**src/hps_bridge_pkg.sv**
```systemverilog
// shared types and constants for the host-to-core bridge
// only the low byte of a command word is decoded
// the word index saturates at 31 on long frames
package hps_bridge_pkg;

	typedef logic [15:0] word_t;
	typedef logic [15:0] cmd_t;

	////////////////////////////////////////
	// user-I/O commands
	localparam cmd_t CMD_CFG        = 16'h0001;
	localparam cmd_t CMD_JOY0       = 16'h0002;
	localparam cmd_t CMD_JOY1       = 16'h0003;
	localparam cmd_t CMD_KBD        = 16'h0005;
	localparam cmd_t CMD_JOY2       = 16'h0010;
	localparam cmd_t CMD_JOY3       = 16'h0011;
	localparam cmd_t CMD_JOY4       = 16'h0012;
	localparam cmd_t CMD_JOY5       = 16'h0013;
	localparam cmd_t CMD_STATUS     = 16'h001E;
	localparam cmd_t CMD_STATUS_REQ = 16'h0029;

	// file channel commands
	localparam cmd_t CMD_FILE_TX    = 16'h0053;
	localparam cmd_t CMD_FILE_DATA  = 16'h0054;
	localparam cmd_t CMD_FILE_INDEX = 16'h0055;

	////////////////////////////////////////
	localparam int NUM_JOY    = 6;
	localparam int WORD_IDX_W = 5;

	// joystick n is addressed by JOY_CMD[n]
	localparam cmd_t JOY_CMD [NUM_JOY] = '{CMD_JOY0, CMD_JOY1, CMD_JOY2,
		CMD_JOY3, CMD_JOY4, CMD_JOY5};

	typedef logic [31:0]  joy_t;
	typedef logic [127:0] status_t;

	// toggle in 10, pressed in 9, extended in 8, scan code below
	typedef logic [10:0] ps2_key_t;

	localparam logic [7:0]  KEY_SKIP_MARK        = 8'hFF;
	localparam logic [31:0] KEY_PRNSCR_MAKE      = 32'hE012E07C;
	localparam logic [31:0] KEY_PRNSCR_BREAK     = 32'h7CE0F012;
	localparam logic [31:0] KEY_PAUSE_MAKE       = 32'hF014F077;
	localparam logic [9:0]  KEY_PRNSCR_MAKE_EVT  = 10'h37C;
	localparam logic [9:0]  KEY_PRNSCR_BREAK_EVT = 10'h17C;
	localparam logic [9:0]  KEY_PAUSE_MAKE_EVT   = 10'h377;

	localparam int FILE_ADDR_W = 27;
	typedef logic [7:0] file_byte_t;

	localparam logic [3:0] STATUS_REQ_TAG = 4'hA;

endpackage

```
**src/host_frame_if.sv**
```systemverilog
// one channel's view of the framed host word stream
// cmd holds from the command word until frame_end
// rdata is the word the host reads at its next strobe
`timescale 1ns/1ps

interface host_frame_if;
	logic                                  active;
	hps_bridge_pkg::cmd_t                  cmd;
	logic [hps_bridge_pkg::WORD_IDX_W-1:0] word_idx;
	logic                                  word_valid;
	hps_bridge_pkg::word_t                 data;
	logic                                  frame_end;
	hps_bridge_pkg::word_t                 rdata;

	modport link (
		output active,
		output cmd,
		output word_idx,
		output word_valid,
		output data,
		output frame_end,
		input  rdata
	);

	modport chan (
		input  active,
		input  cmd,
		input  word_idx,
		input  word_valid,
		input  data,
		input  frame_end,
		output rdata
	);

endinterface

```
**src/host_link.sv**
```systemverilog
// frame tracking shared by the user-I/O and file channels
// the host never raises both enables, so one data register serves both
// io_dout follows the raw enables and is zero between frames
`timescale 1ns/1ps

module host_link (
	input  logic                  clk_sys,
	input  logic                  arst_n,
	input  logic                  io_enable,
	input  logic                  fp_enable,
	input  logic                  io_strobe,
	input  hps_bridge_pkg::word_t io_din,
	output hps_bridge_pkg::word_t io_dout,
	host_frame_if.link            uio_link,
	host_frame_if.link            fio_link
);

	// channel 0 is user-I/O, channel 1 is file
	logic [1:0]                            en;
	logic [1:0]                            active_q;
	logic [1:0]                            valid_q;
	logic [1:0]                            end_q;
	hps_bridge_pkg::cmd_t                  cmd_q [2];
	logic [hps_bridge_pkg::WORD_IDX_W-1:0] cnt_q [2];
	logic [hps_bridge_pkg::WORD_IDX_W-1:0] idx_q [2];
	hps_bridge_pkg::word_t                 data_q;

	assign en = {fp_enable, io_enable};

	always_ff @(posedge clk_sys or negedge arst_n) begin
		if (!arst_n) begin
			active_q <= '0;
			valid_q  <= '0;
			end_q    <= '0;
			for (int ch = 0; ch < 2; ch++) begin
				cmd_q[ch] <= '0;
				cnt_q[ch] <= '0;
				idx_q[ch] <= '0;
			end
		end else begin
			for (int ch = 0; ch < 2; ch++) begin
				active_q[ch] <= en[ch];
				end_q[ch]    <= active_q[ch] & ~en[ch];
				valid_q[ch]  <= 1'b0;
				// command is released once frame_end has been seen
				if (end_q[ch])
					cmd_q[ch] <= '0;
				if (!en[ch]) begin
					cnt_q[ch] <= '0;
				end else if (io_strobe) begin
					if (cnt_q[ch] != '1)
						cnt_q[ch] <= cnt_q[ch] + 1'b1;
					if (cnt_q[ch] == '0) begin
						cmd_q[ch] <= io_din;
					end else begin
						valid_q[ch] <= 1'b1;
						idx_q[ch]   <= cnt_q[ch];
					end
				end
			end
		end
	end

	always_ff @(posedge clk_sys) begin
		if (io_strobe && (io_enable || fp_enable))
			data_q <= io_din;
	end

	assign uio_link.active     = active_q[0];
	assign uio_link.cmd        = cmd_q[0];
	assign uio_link.word_idx   = idx_q[0];
	assign uio_link.word_valid = valid_q[0];
	assign uio_link.data       = data_q;
	assign uio_link.frame_end  = end_q[0];

	assign fio_link.active     = active_q[1];
	assign fio_link.cmd        = cmd_q[1];
	assign fio_link.word_idx   = idx_q[1];
	assign fio_link.word_valid = valid_q[1];
	assign fio_link.data       = data_q;
	assign fio_link.frame_end  = end_q[1];

	assign io_dout = io_enable ? uio_link.rdata :
		fp_enable ? fio_link.rdata : '0;

endmodule

```
**src/word_gather.sv**
```systemverilog
// builds a payload from consecutive 16-bit frame words
// word 1 fills the lowest slice, words past the payload are dropped
`timescale 1ns/1ps

module word_gather #(
	parameter type payload_t = hps_bridge_pkg::word_t
) (
	input  logic                                  clk_sys,
	input  logic                                  arst_n,
	input  logic                                  load,
	input  logic [hps_bridge_pkg::WORD_IDX_W-1:0] word_idx,
	input  hps_bridge_pkg::word_t                 data,
	output payload_t                              payload
);

	always_ff @(posedge clk_sys or negedge arst_n) begin
		if (!arst_n) begin
			payload <= '0;
		end else if (load && word_idx != '0 &&
				int'(word_idx) <= $bits(payload_t) / 16) begin
			payload[16 * (int'(word_idx) - 1) +: 16] <= data;
		end
	end

endmodule

```
**src/ps2_key_decoder.sv**
```systemverilog
// turns the scan bytes of one keyboard frame into a key event
// kbd_frame must stay high through frame_end of a keyboard frame
// a skip word drops the whole frame's event
`timescale 1ns/1ps

module ps2_key_decoder (
	input  logic                     clk_sys,
	input  logic                     arst_n,
	input  logic                     kbd_frame,
	input  logic                     word_valid,
	input  hps_bridge_pkg::word_t    data,
	input  logic                     frame_end,
	output hps_bridge_pkg::ps2_key_t ps2_key
);

	logic [31:0] raw;
	logic        skip;
	logic        is_skip;
	logic        pressed;
	logic        extended;
	logic [9:0]  evt;

	assign is_skip = data[15:8] == hps_bridge_pkg::KEY_SKIP_MARK;

	// raw bytes are cleared between keyboard frames
	always_ff @(posedge clk_sys) begin
		if (!kbd_frame)
			raw <= '0;
		else if (word_valid && !is_skip && !skip)
			raw <= {raw[23:0], data[7:0]};
	end

	// release is F0h then the code, E0h goes before either
	assign pressed  = raw[15:8] != 8'hF0;
	assign extended = pressed ? raw[15:8] == 8'hE0 : raw[23:16] == 8'hE0;

	always_comb begin
		evt = {pressed, extended, raw[7:0]};
		if (raw == hps_bridge_pkg::KEY_PRNSCR_MAKE)
			evt = hps_bridge_pkg::KEY_PRNSCR_MAKE_EVT;
		else if (raw == hps_bridge_pkg::KEY_PRNSCR_BREAK)
			evt = hps_bridge_pkg::KEY_PRNSCR_BREAK_EVT;
		else if (raw == hps_bridge_pkg::KEY_PAUSE_MAKE)
			evt = hps_bridge_pkg::KEY_PAUSE_MAKE_EVT;
	end

	always_ff @(posedge clk_sys or negedge arst_n) begin
		if (!arst_n) begin
			skip    <= 1'b0;
			ps2_key <= '0;
		end else begin
			if (!kbd_frame)
				skip <= 1'b0;
			else if (word_valid && is_skip)
				skip <= 1'b1;
			if (frame_end && kbd_frame && !skip)
				ps2_key <= {~ps2_key[10], evt};
		end
	end

endmodule

```
**src/uio_decoder.sv**
```systemverilog
// user-I/O channel: settings, joysticks, status, status requests, keyboard
// register writes land one cycle after word_valid
// status_in is captured on each status_set rising edge
// the request counter wraps at 16
`timescale 1ns/1ps

module uio_decoder (
	input  logic                     clk_sys,
	input  logic                     arst_n,
	input  hps_bridge_pkg::status_t  status_in,
	input  logic                     status_set,
	host_frame_if.chan               link,
	output logic [1:0]               buttons,
	output logic                     forced_scandoubler,
	output logic                     direct_video,
	output hps_bridge_pkg::joy_t     joystick_0,
	output hps_bridge_pkg::joy_t     joystick_1,
	output hps_bridge_pkg::joy_t     joystick_2,
	output hps_bridge_pkg::joy_t     joystick_3,
	output hps_bridge_pkg::joy_t     joystick_4,
	output hps_bridge_pkg::joy_t     joystick_5,
	output hps_bridge_pkg::status_t  status,
	output hps_bridge_pkg::ps2_key_t ps2_key
);

	logic [7:0]                            cmd_lo;
	hps_bridge_pkg::joy_t                  joy [hps_bridge_pkg::NUM_JOY];
	hps_bridge_pkg::word_t                 cfg;
	logic                                  status_set_q;
	logic [3:0]                            req_cnt;
	hps_bridge_pkg::status_t               status_req;
	logic [hps_bridge_pkg::WORD_IDX_W-1:0] rd_idx;
	logic [hps_bridge_pkg::WORD_IDX_W-1:0] rd_next;
	hps_bridge_pkg::word_t                 rd_word;
	hps_bridge_pkg::word_t                 rdata_q;

	assign cmd_lo = link.cmd[7:0];

	////////////////////////////////////////
	// multi-word targets
	for (genvar j = 0; j < hps_bridge_pkg::NUM_JOY; j++) begin : g_joy
		word_gather #(.payload_t(hps_bridge_pkg::joy_t)) u_joy (
			.clk_sys  (clk_sys),
			.arst_n   (arst_n),
			.load     (link.word_valid && cmd_lo == hps_bridge_pkg::JOY_CMD[j][7:0]),
			.word_idx (link.word_idx),
			.data     (link.data),
			.payload  (joy[j])
		);
	end

	word_gather #(.payload_t(hps_bridge_pkg::status_t)) u_status (
		.clk_sys  (clk_sys),
		.arst_n   (arst_n),
		.load     (link.word_valid && cmd_lo == hps_bridge_pkg::CMD_STATUS[7:0]),
		.word_idx (link.word_idx),
		.data     (link.data),
		.payload  (status)
	);

	ps2_key_decoder u_kbd (
		.clk_sys    (clk_sys),
		.arst_n     (arst_n),
		.kbd_frame  (cmd_lo == hps_bridge_pkg::CMD_KBD[7:0]),
		.word_valid (link.word_valid),
		.data       (link.data),
		.frame_end  (link.frame_end),
		.ps2_key    (ps2_key)
	);

	////////////////////////////////////////
	// settings word and status requests
	always_ff @(posedge clk_sys or negedge arst_n) begin
		if (!arst_n) begin
			cfg          <= '0;
			status_set_q <= 1'b0;
			req_cnt      <= '0;
		end else begin
			status_set_q <= status_set;
			if (status_set && !status_set_q)
				req_cnt <= req_cnt + 1'b1;
			if (link.word_valid && cmd_lo == hps_bridge_pkg::CMD_CFG[7:0] &&
					link.word_idx == 1)
				cfg <= link.data;
		end
	end

	always_ff @(posedge clk_sys) begin
		if (status_set && !status_set_q)
			status_req <= status_in;
	end

	////////////////////////////////////////
	// read-back runs one word ahead of the host
	assign rd_next = link.word_valid ? link.word_idx + 1'b1 : rd_idx;

	always_comb begin
		rd_word = '0;
		if (cmd_lo == hps_bridge_pkg::CMD_STATUS_REQ[7:0]) begin
			if (rd_next == 1)
				rd_word = {8'h00, hps_bridge_pkg::STATUS_REQ_TAG, req_cnt};
			else if (rd_next >= 2 && rd_next <= 9)
				rd_word = status_req[16 * (int'(rd_next) - 2) +: 16];
		end
	end

	always_ff @(posedge clk_sys or negedge arst_n) begin
		if (!arst_n) begin
			rd_idx  <= hps_bridge_pkg::WORD_IDX_W'(1);
			rdata_q <= '0;
		end else if (!link.active) begin
			rd_idx  <= hps_bridge_pkg::WORD_IDX_W'(1);
			rdata_q <= '0;
		end else begin
			rd_idx  <= rd_next;
			rdata_q <= rd_word;
		end
	end

	assign link.rdata = rdata_q;

	// cfg bits 2, 3 and 5 belong to the video frame and are not used here
	assign buttons            = cfg[1:0];
	assign forced_scandoubler = cfg[4];
	assign direct_video       = cfg[10];

	assign joystick_0 = joy[0];
	assign joystick_1 = joy[1];
	assign joystick_2 = joy[2];
	assign joystick_3 = joy[3];
	assign joystick_4 = joy[4];
	assign joystick_5 = joy[5];

endmodule

```
**src/file_loader.sv**
```systemverilog
// host-to-core download, 8-bit data only
// ioctl_wr comes two cycles after the data word's word_valid
// data words outside a download are dropped, upload requests are ignored
`timescale 1ns/1ps

module file_loader (
	input  logic                                   clk_sys,
	input  logic                                   arst_n,
	host_frame_if.chan                             link,
	output logic                                   ioctl_download,
	output hps_bridge_pkg::word_t                  ioctl_index,
	output logic                                   ioctl_wr,
	output logic [hps_bridge_pkg::FILE_ADDR_W-1:0] ioctl_addr,
	output hps_bridge_pkg::file_byte_t             ioctl_dout
);

	logic [7:0]                             cmd_lo;
	logic                                   tx_word;
	logic                                   data_word;
	logic                                   wr_q;
	logic [hps_bridge_pkg::FILE_ADDR_W-1:0] addr;

	assign cmd_lo    = link.cmd[7:0];
	assign tx_word   = link.word_valid && cmd_lo == hps_bridge_pkg::CMD_FILE_TX[7:0];
	assign data_word = link.word_valid && ioctl_download &&
		cmd_lo == hps_bridge_pkg::CMD_FILE_DATA[7:0];

	// nothing is read back on this channel
	assign link.rdata = '0;

	////////////////////////////////////////
	// download control and address counter
	always_ff @(posedge clk_sys or negedge arst_n) begin
		if (!arst_n) begin
			ioctl_download <= 1'b0;
			ioctl_index    <= '0;
			ioctl_wr       <= 1'b0;
			wr_q           <= 1'b0;
			addr           <= '0;
		end else begin
			wr_q     <= data_word;
			ioctl_wr <= wr_q;

			if (link.word_valid && link.word_idx == 1 &&
					cmd_lo == hps_bridge_pkg::CMD_FILE_INDEX[7:0])
				ioctl_index <= link.data;

			if (tx_word) begin
				if (link.word_idx == 1) begin
					// AAh would be an upload
					if (link.data[7:0] == 8'h00) begin
						ioctl_download <= 1'b0;
					end else if (link.data[7:0] != 8'hAA) begin
						ioctl_download <= 1'b1;
						addr           <= '0;
					end
				end else if (link.word_idx == 2) begin
					addr[15:0] <= link.data;
				end else if (link.word_idx == 3) begin
					addr[hps_bridge_pkg::FILE_ADDR_W-1:16] <=
						link.data[hps_bridge_pkg::FILE_ADDR_W-17:0];
				end
			end

			if (data_word)
				addr <= addr + 1'b1;
		end
	end

	// address and byte held from the cycle before the write pulse
	always_ff @(posedge clk_sys) begin
		if (data_word) begin
			ioctl_addr <= addr;
			ioctl_dout <= link.data[7:0];
		end
	end

endmodule

```
**src/hps_bridge_top.sv**
```systemverilog
// host-to-core bridge top level
// the host must hold io_strobe low while host_wait is high
// nothing is buffered, ioctl_wait is the only back-pressure
`timescale 1ns/1ps

module hps_bridge_top (
	input  logic                                   clk_sys,
	input  logic                                   arst_n,
	input  logic                                   io_enable,
	input  logic                                   fp_enable,
	input  logic                                   io_strobe,
	input  hps_bridge_pkg::word_t                  io_din,
	input  logic                                   ioctl_wait,
	input  hps_bridge_pkg::status_t                status_in,
	input  logic                                   status_set,
	output hps_bridge_pkg::word_t                  io_dout,
	output logic                                   host_wait,
	output logic [1:0]                             buttons,
	output logic                                   forced_scandoubler,
	output logic                                   direct_video,
	output hps_bridge_pkg::joy_t                   joystick_0,
	output hps_bridge_pkg::joy_t                   joystick_1,
	output hps_bridge_pkg::joy_t                   joystick_2,
	output hps_bridge_pkg::joy_t                   joystick_3,
	output hps_bridge_pkg::joy_t                   joystick_4,
	output hps_bridge_pkg::joy_t                   joystick_5,
	output hps_bridge_pkg::status_t                status,
	output hps_bridge_pkg::ps2_key_t               ps2_key,
	output logic                                   ioctl_download,
	output hps_bridge_pkg::word_t                  ioctl_index,
	output logic                                   ioctl_wr,
	output logic [hps_bridge_pkg::FILE_ADDR_W-1:0] ioctl_addr,
	output hps_bridge_pkg::file_byte_t             ioctl_dout
);

	host_frame_if uio_if ();
	host_frame_if fio_if ();

	assign host_wait = ioctl_wait;

	host_link u_link (
		.clk_sys   (clk_sys),
		.arst_n    (arst_n),
		.io_enable (io_enable),
		.fp_enable (fp_enable),
		.io_strobe (io_strobe),
		.io_din    (io_din),
		.io_dout   (io_dout),
		.uio_link  (uio_if.link),
		.fio_link  (fio_if.link)
	);

	uio_decoder u_uio (
		.clk_sys            (clk_sys),
		.arst_n             (arst_n),
		.status_in          (status_in),
		.status_set         (status_set),
		.link               (uio_if.chan),
		.buttons            (buttons),
		.forced_scandoubler (forced_scandoubler),
		.direct_video       (direct_video),
		.joystick_0         (joystick_0),
		.joystick_1         (joystick_1),
		.joystick_2         (joystick_2),
		.joystick_3         (joystick_3),
		.joystick_4         (joystick_4),
		.joystick_5         (joystick_5),
		.status             (status),
		.ps2_key            (ps2_key)
	);

	file_loader u_file (
		.clk_sys        (clk_sys),
		.arst_n         (arst_n),
		.link           (fio_if.chan),
		.ioctl_download (ioctl_download),
		.ioctl_index    (ioctl_index),
		.ioctl_wr       (ioctl_wr),
		.ioctl_addr     (ioctl_addr),
		.ioctl_dout     (ioctl_dout)
	);

endmodule

```
**config.mk**
```make
export PLATFORM = sky130hd
export DESIGN_NAME = hps_bridge_top
export DESIGN_NICKNAME = d
export VERILOG_FILES = /design/src/hps_bridge_pkg.sv /design/src/host_frame_if.sv /design/src/host_link.sv /design/src/word_gather.sv /design/src/ps2_key_decoder.sv /design/src/uio_decoder.sv /design/src/file_loader.sv /design/src/hps_bridge_top.sv
export SDC_FILE = /design/constraint.sdc
export NUM_CORES = 1
export LEC_CHECK = 0
export BUFFER_PORTS_ARGS = -buffer_cell sky130_fd_sc_hd__buf_2
export CAP_MARGIN = 40
export CORE_MARGIN = 10
export CORE_UTILIZATION = 50
export CTS_BUF_LIST = sky130_fd_sc_hd__clkbuf_8
export CTS_CLUSTER_SIZE = 12
export DETAILED_ROUTE_END_ITERATION = 16
export GPL_TIMING_DRIVEN = 0
export PLACE_DENSITY = 0.73
export SLEW_MARGIN = 40
export SYNTH_ARGS = -nofsm -noshare
export SYNTH_HDL_FRONTEND = slang
export SYNTH_HIERARCHICAL = 1
export SYNTH_SLANG_ARGS = --single-unit
```
**constraint.sdc**
```tcl
create_clock -name clk_sys -period 12 [get_ports clk_sys]
set_clock_uncertainty 0.15 [all_clocks]
set_input_delay 3.6 -clock clk_sys [delete_from_list [all_inputs] [get_ports clk_sys]]
set_output_delay 3.6 -clock clk_sys [all_outputs]
set_load 0.005 [all_outputs]
```
[Word-level counts from Yosys, hierarchy flattened]
Cells that the tools add are included.
Word-level totals
  flip-flop bits (word level): 684
  input port bits: 151
  output and inout port bits: 405
  word-level logic and storage cells: 199
Cells by class
  $add $sub $neg: 8
  order comparisons: 4
  equality and inequality tests: 36
  shifts and indexed selects: 5
  multiplexer cells: 50
  bitwise logic cells: 7
  reductions and logical operators: 55
Operators with widths (count)
  $mux 16: 14
  $bwmux 32: 6
  $mux 27: 5
  $bwmux 128: 1
  $shift 16x33->128 const A: 1
  $shiftx 128x32->16: 1
  $shiftx 16x33->128: 1
  $eq 32x32->1 const B: 2
  $eq 8x5->1 const B: 5
  $mux 5: 8
  $logic_and 1x1->1: 36
  $neg 10->33: 1
  $shift 16x33->32 const A: 1
  $shiftx 16x33->32: 1
  $eq 32x31->1 const B: 1
  $mux 10: 3
  $add 27x1->27 const B: 1
  $eq 8x7->1 const B: 3
  $eq 8x8->1 const B: 3
  $mux 11: 2
  $eq 8x2->1 const B: 2
  $ne 8x8->1 const B: 2
  $add 5x1->5 const B: 3
  $eq 5x1->1 const B: 3
  other kinds (28): 59

[Longest topological paths before layout]
Gate-level depths: netlist of run 1.
  word-level depth: 8
  mapped depth: 14
  gate-level depth less buffers: 12

[By module]
Netlist of run 1, hierarchy kept.
Modules (own cells, without submodules)
  word_gather at u_uio.g_joy[1].u_joy ...: times used 5, cells an instance 158, area an instance 1773.0 µm²
  uio_decoder: times used 1, cells an instance 314, area an instance 6203.4 µm²
  word_gather at u_uio.u_status: times used 1, cells an instance 335, area an instance 5391.4 µm²
  file_loader: times used 1, cells an instance 347, area an instance 3988.8 µm²
  host_link: times used 1, cells an instance 254, area an instance 3449.6 µm²
  ps2_key_decoder: times used 1, cells an instance 209, area an instance 1841.8 µm²
  word_gather at u_uio.g_joy[0].u_joy: times used 1, cells an instance 155, area an instance 1796.7 µm²
  hps_bridge_top: times used 1, cells an instance 1, area an instance 7.5 µm²

[Least setup slack after synthesis of run 1]
No wires, ideal clock.
  path kind: input -> register
  start point: input port status_set
  end point: register u_uio.req_cnt[3]
  arrival time: 7.937 ns
  slack: 3.777 ns
  stages on the path: 4
  path buffers: 1
  cells stage by stage: nor2b_1 > clkbuf_1 > nand4_1 > xnor2_1
Between the ends
  cells in the longest elaborated chain, start to end: 1
Ends and longest elaborated chain
  start: declaration: RTL line hps_bridge_top.sv:15  | input logic status_set,
  $logic_and 1x1->1: RTL line uio_decoder.sv:80  | if (status_set && !status_set_q)
  end signal: assignment: RTL line uio_decoder.sv:81  | req_cnt <= req_cnt + 1'b1;
  end: declaration: RTL line uio_decoder.sv:30  | logic [3:0] req_cnt;
No other way between the ends.
A chain may end at the register's enable or synchronous reset.

[Final worst setup path of run 1]
  start point: input port io_enable
  end point: output port io_dout[2]
Between the ends
  cells in the longest elaborated chain, start to end: 1
Ends and longest elaborated chain
  start: declaration: RTL line hps_bridge_top.sv:9  | input logic io_enable,
  $mux 16: RTL line host_link.sv:83  | assign io_dout = io_enable ? uio_link.rdata :
  end: declaration: RTL line hps_bridge_top.sv:16  | output hps_bridge_pkg::word_t io_dout,
No other way between the ends.

==> flow_summary.ini, run 1 <==
[status]
outcome = finished, final reports clean

[yosys]
yosysWarningCount = 6
syn_area_sq_um = 30800
synth_area_per_cell_sq_um = 13.1
synthCells = 2357

[grt]
grt-ovfl-total = 0
grtUsageTotal = 0.241
grt_max_degree = 82
grt_pass1_wl_um = 134000
grt_antenna_before_repair = 3
grt_pass1_vias = 22800

[die]
dieArea_sq_um = 72000
start_util = 0.508
boundaryPins = 556
design.core.area_sq_um = 60700
fp.dieW_um = 268
dieHeight_um = 268
rows = 90

[clock_network]
cts_setup_buffers = 0
htree_levels = 3
clk_latency_ps = 740
clock_tree.root_cell = clkbuf_8
cts_buffers = 106
cts_tree = built
numClockSinks = 661
cts_resized = 0
hold_buffers = 0
clkTransAtPathRegs_ps = 70
clock_path_buffers = 3

[worst_setup_path]
worstPathArrival_ps = 4720
cp.required_ps = 8250
rrSetupSlack_ps = 6940
critPathMaxFanout = 10
crit_type = primary input to output port
end_kind = output port
cp-start-kind = primary input

[cells_and_area]
syn2layout_area_growth_pct = 20.6
nFillCells = 4662
final_common_cell = buf_2
regArea_sq_um = 17300
nets = 3281
multi_input_area_sq_um = 12100
final_cells = 3926
final_cell_mix = buf_2 (570), dfrtp_1 (444), nand2_1 (256)
drive_gt1_frac = 0.370
design_area_sq_um = 37200

[place]
hpwl_um = 64700
place_congestion = 0.898
place_ws_ps = 3530
port_buffers = 554
place_inst = 3723
place_area_sq_um = 34900

[routing]
wl_um = 88000
drt_iter0_drc = 1631
post_drt_wl_per_cell_um = 22.4
drc = 0
num_vias = 21700
dr.pass1.iters = 7
ant_nets = 0
avgViaCountPerCell = 5.53

[power]
swShare = 0.293
irDropWorstVdd_v = 0.000117
finalPower_w = 0.00534
switchingPower_w = 0.00157
power_density_nw_per_um2 = 144
internal_power_w = 0.00378
pwr-share-seq = 0.456
cellLeakagePower_nw = 17.6
p_comb_frac = 0.178
p_clk_frac = 0.366

[sta]
fmax_mhz = 118
worst_pin_slew_ps = 842
period_needed_ps = 8470
post-route-period-util = 0.706
hold_viol = 0
fin_setup_tns_ps = 0
drv_slew = 0
relSlewSlack = 0.437
rsz0062_at_grt = no
timing.final.ws_setup_ps = 3530
finalSetupViolations = 0

[min_path]
hold_class = flip-flop to flip-flop

[job]
max_cap_viol_count = 0
[sequential cells by signal, indices dropped and copies added (netlist names), 5 cells and up]
register                   count
u_uio/g_joy.u_joy/payload    192
u_uio/status_req             128
u_uio/u_status/payload       128
u_uio/u_kbd/raw               32
u_file/addr                   27
u_file/ioctl_addr             27
u_file/ioctl_index            16
u_link/fio_link.data          16
u_uio/link.rdata              16
u_uio/u_kbd/ps2_key           11
u_link/cnt_q                  10
u_file/ioctl_dout              8
u_link/fio_link.cmd            8
u_link/uio_link.cmd            8
u_link/fio_link.word_idx       5
u_link/uio_link.word_idx       5
u_uio/rd_idx                   5
[layout make-up]
cell class	instances	share of cell area
clock buffer	126	0.0467
antenna	4	0.000269
clock inverter	72	0.0125
sequential	661	0.465
tap	782	0.0263
multi-input combinational	1430	0.324
timing repair buffer	570	0.0826
buffer	133	0.0271
inverter	148	0.0149
[stage by stage]
| step | hold slack, ps | utilization |
|---|---|---|
| after global routing | 221 | 0.612 |
| after detailed placement | 201 | 0.576 |
| final | 209 | 0.612 |
| after CTS | 210 | 0.612 |
| after global placement | 183 | 0.570 |
| after floorplan | 181 | - |
[power by group through the flow]
stage               Clock [W]  Sequential, W  Combinational [W]
finish                0.00195        0.00244           0.000953
global route          0.00211        0.00244            0.00106
CTS                   0.00201        0.00244           0.000949
detailed placement          0        0.00248           0.000945
global placement            0        0.00248           0.000873
floorplan                   0        0.00246           0.000669
[final timing paths]
kind | depth (start not counted) | from | endpoint
max reg2reg | 13 | u_link/uio_link.word_idx[0]$_DFFE_PN0P_ | u_uio/u_status/payload[42]$_DFFE_PN0P_
min | 0 | u_file/wr_q$_DFF_PN0_ | u_file/ioctl_wr$_DFF_PN0_
max | 5 | io_enable | io_dout[2]
min in group asynchronous | 1 | arst_n | u_uio/u_kbd/ps2_key[4]$_DFFE_PN0P_
min reg2reg | 0 | u_file/wr_q$_DFF_PN0_ | u_file/ioctl_wr$_DFF_PN0_
max in group asynchronous | 4 | arst_n | u_uio/g_joy[1].u_joy/payload[1]$_DFFE_PN0P_
[critical path, stage by stage]
cell and delay, ps:
buf_2 100, buf_2 240, clkbuf_1 410, a22o_1 220, buf_2 140
[per-layer routing]
layer	up-vias	GRT usage	share of wire
met2	930	0.400	0.48
met1	10700	0.289	0.38
met5	-	0	0
met4	0	0.118	0.049
li1	9826	-	-
met3	227	0.0628	0.085
No activity file was read; power rests on OpenSTA's default activity.
==> run 2: changes to the inputs <==
--- a/config.mk
+++ b/config.mk
@@ -5,6 +5,7 @@
 export SDC_FILE = /design/constraint.sdc
 export NUM_CORES = 1
 export LEC_CHECK = 0
+export ABC_AREA = 1
 export BUFFER_PORTS_ARGS = -buffer_cell sky130_fd_sc_hd__buf_2
 export CAP_MARGIN = 40
 export CORE_MARGIN = 10
@@ -13,7 +14,7 @@
 export CTS_CLUSTER_SIZE = 12
 export DETAILED_ROUTE_END_ITERATION = 16
 export GPL_TIMING_DRIVEN = 0
-export PLACE_DENSITY = 0.73
+export PLACE_DENSITY = 0.72
 export SLEW_MARGIN = 40
 export SYNTH_ARGS = -nofsm -noshare
 export SYNTH_HDL_FRONTEND = slang
==> constraint.sdc (replaced) <==
create_clock -name clk_sys -period 8.49 [get_ports clk_sys]
set_clock_uncertainty 0.15 [all_clocks]
set_input_delay 2.547 -clock clk_sys [delete_from_list [all_inputs] [get_ports clk_sys]]
set_output_delay 2.547 -clock clk_sys [all_outputs]
set_load 0.005 [all_outputs]
==> run 2 against run 1 <==
Against the previous run: sequential share of layout area shrank 3.9 points; total power grew 49%; largest cell class unchanged; largest power group unchanged; non-clock buffer count grew 42; global-route usage grew 1.6 points.
==> flow_summary.ini, run 2 <==
[status]
outcome = finished, final reports clean

[clock_network]
hold_buffers = 0
cts_setup_buffers = 0
clock_tree.root_cell = clkbuf_8
clkTransAtPathRegs_ps = 60
clock_path_buffers = 3
numClockSinks = 661
cts_resized = 0
cts_buffers = 110
clk_latency_ps = 730
cts_tree = built
htree_levels = 3

[grt]
top_usage_layer = met2
grt_antenna_before_repair = 5
grtUsageTotal = 0.257
grt_util_met2 = 0.417
grt-ovfl-total = 0
use_met3 = 0.0551
grt_max_degree = 75
grt_pass1_vias = 28000
grt_pass1_wl_um = 159000
use_met1 = 0.322

[power]
p_comb_frac = 0.196
swShare = 0.315
p_clk_frac = 0.373
pwr-share-seq = 0.431
irDropWorstVdd_v = 0.000203
finalPower_w = 0.00794
switchingPower_w = 0.00250
internal_power_w = 0.00544
cellLeakagePower_nw = 22.5
power_density_nw_per_um2 = 196

[cells_and_area]
nFillCells = 5908
syn2layout_area_growth_pct = 19.7
final_cell_mix = nand2_1 (1,262), buf_2 (604), inv_1 (523)
final_common_cell = nand2_1
final_cells = 5771
top_register = u_uio/g_joy.u_joy/payload
reg_top3 = u_uio/g_joy.u_joy/payload: 192 flops, u_uio/status_req: 128 flops, u_uio/u_status/payload: 128 flops
drive_gt1_frac = 0.235
multi_input_area_sq_um = 13500
nets = 5032
regArea_sq_um = 17300
fin_util = 0.604
largest_reg_flops = 192

[yosys]
synth_area_per_cell_sq_um = 8.26
yosysWarningCount = 6
synthCells = 4103
syn_area_sq_um = 33900

[sta]
hold_viol = 0
relSlewSlack = 0.489
worst_pin_slew_ps = 763
drv_slew = 0
finalSetupViolations = 0
rsz0062_at_grt = no
fmax_mhz = 161
period_needed_ps = 6190
post-route-period-util = 0.729

[worst_setup_path]
cp_slowest_cell = buf_2
cp-start-kind = primary input
rr_worst_depth = 22
slowest_delay_ps = 260
crit_top_cell = buf_2
critPathMaxFanout = 10
reg2reg_to = u_uio/u_status/payload[58]$_DFFE_PN0P_
crit_type = primary input to output port
path_cells = buf_2 -> buf_2 -> buf_2 -> nand2_1 -> nand2_1 -> buf_2
r2r-start = u_link/uio_link.word_idx[0]$_DFFE_PN0P_
rrSetupSlack_ps = 3810
end_kind = output port
cp.required_ps = 5790
worstPathArrival_ps = 3500

[die]
start_util = 0.505
boundaryPins = 556
design.core.area_sq_um = 67200
rows = 95
dieArea_sq_um = 78600
dieHeight_um = 280
fp.dieW_um = 280

[job]
max_cap_viol_count = 0

[min_path]
hold_class = flip-flop to flip-flop
hold_start = u_file/wr_q$_DFF_PN0_
holdPathEnd = u_file/ioctl_wr$_DFF_PN0_
min_path_cells = 0

[routing]
dr.pass1.iters = 6
drt_iter0_drc = 2548
post_drt_wl_per_cell_um = 17.9
drc = 0
avgViaCountPerCell = 5.06
wl_um = 103000
num_vias = 29200
ant_nets = 0

[place]
place_congestion = 0.921
hpwl_um = 75500
place_inst = 5562
port_buffers = 554
[run 2: cell types whose count changed in the layout (fill, tap and decap cells not counted), moves of 39 or more]
| cell | before | now |
|---|---|---|
| nand2_1 | 256 | 1262 |
| nand2_2 | 0 | 90 |
| inv_2 | 0 | 44 |
| mux2_4 | 71 | 0 |
| mux2i_1 | 121 | 0 |
| o21ai_1 | 4 | 63 |
| nand3_1 | 46 | 456 |
| mux2_2 | 148 | 5 |
| nand2_4 | 0 | 45 |
| nor2_1 | 56 | 367 |
| inv_1 | 182 | 523 |
| mux2_1 | 46 | 0 |
| nor2b_1 | 39 | 0 |
[run 2: final cells by class]
cell class	count	area share
antenna	5	0.000308
buffer	174	0.0287
clock buffer	123	0.0417
clock inverter	81	0.0153
inverter	532	0.0492
multi-input combinational	2751	0.333
sequential	661	0.426
tap	873	0.0269
timing repair buffer	571	0.0784
[run 2: metrics by stage]
stage / hold WS (ps) / TNS, ps / worst slack [ps] / instance area [sq um]
finish: 209 / 0 / 2300 / 40600
global route: 217 / 0 / 2170 / 40600
CTS: 213 / 0 / 2270 / 40600
detailed placement: 200 / 0 / 2280 / 38300
global placement: 182 / -2089610 / -4750 / 37800
floorplan: 181 / 0 / 1660 / 34000
[run 2: worst max path at each step]
stage | start | to | slack, ps | depth (start not counted)
after floorplan | status_set | u_uio/req_cnt[3]$_DFFE_PN0P_ | 1660 | 4
after global placement | arst_n | u_uio/u_status/payload[37]$_DFFE_PN0P_ | -4750 | 1
after detailed placement | io_enable | io_dout[8] | 2280 | 6
after CTS | io_enable | io_dout[8] | 2270 | 6
after global routing | io_enable | io_dout[8] | 2170 | 6
final | io_enable | io_dout[8] | 2300 | 6
[run 2: power by group through the flow]
stage	sequential [W]	combinational, W	clock [W]
after global routing	0.00343	0.00175	0.00319
after floorplan	0.00346	0.00108	0
after detailed placement	0.00348	0.00154	0
after global placement	0.00350	0.00147	0
final	0.00342	0.00156	0.00296
after CTS	0.00342	0.00155	0.00303
[run 2: routing by layer]
metal / vias up / part of all wire
li1: 14400 / -
met1: 13500 / 0.41
met2: 1116 / 0.47
met3: 234 / 0.078
met4: 0 / 0.044
met5: - / 0
[run 2: worst max-delay path, delay by kind of cell]
| family | cells | cell delay, ps |
|---|---|---|
| simple gates | 2 | 160 |
| buf+inv | 4 | 790 |
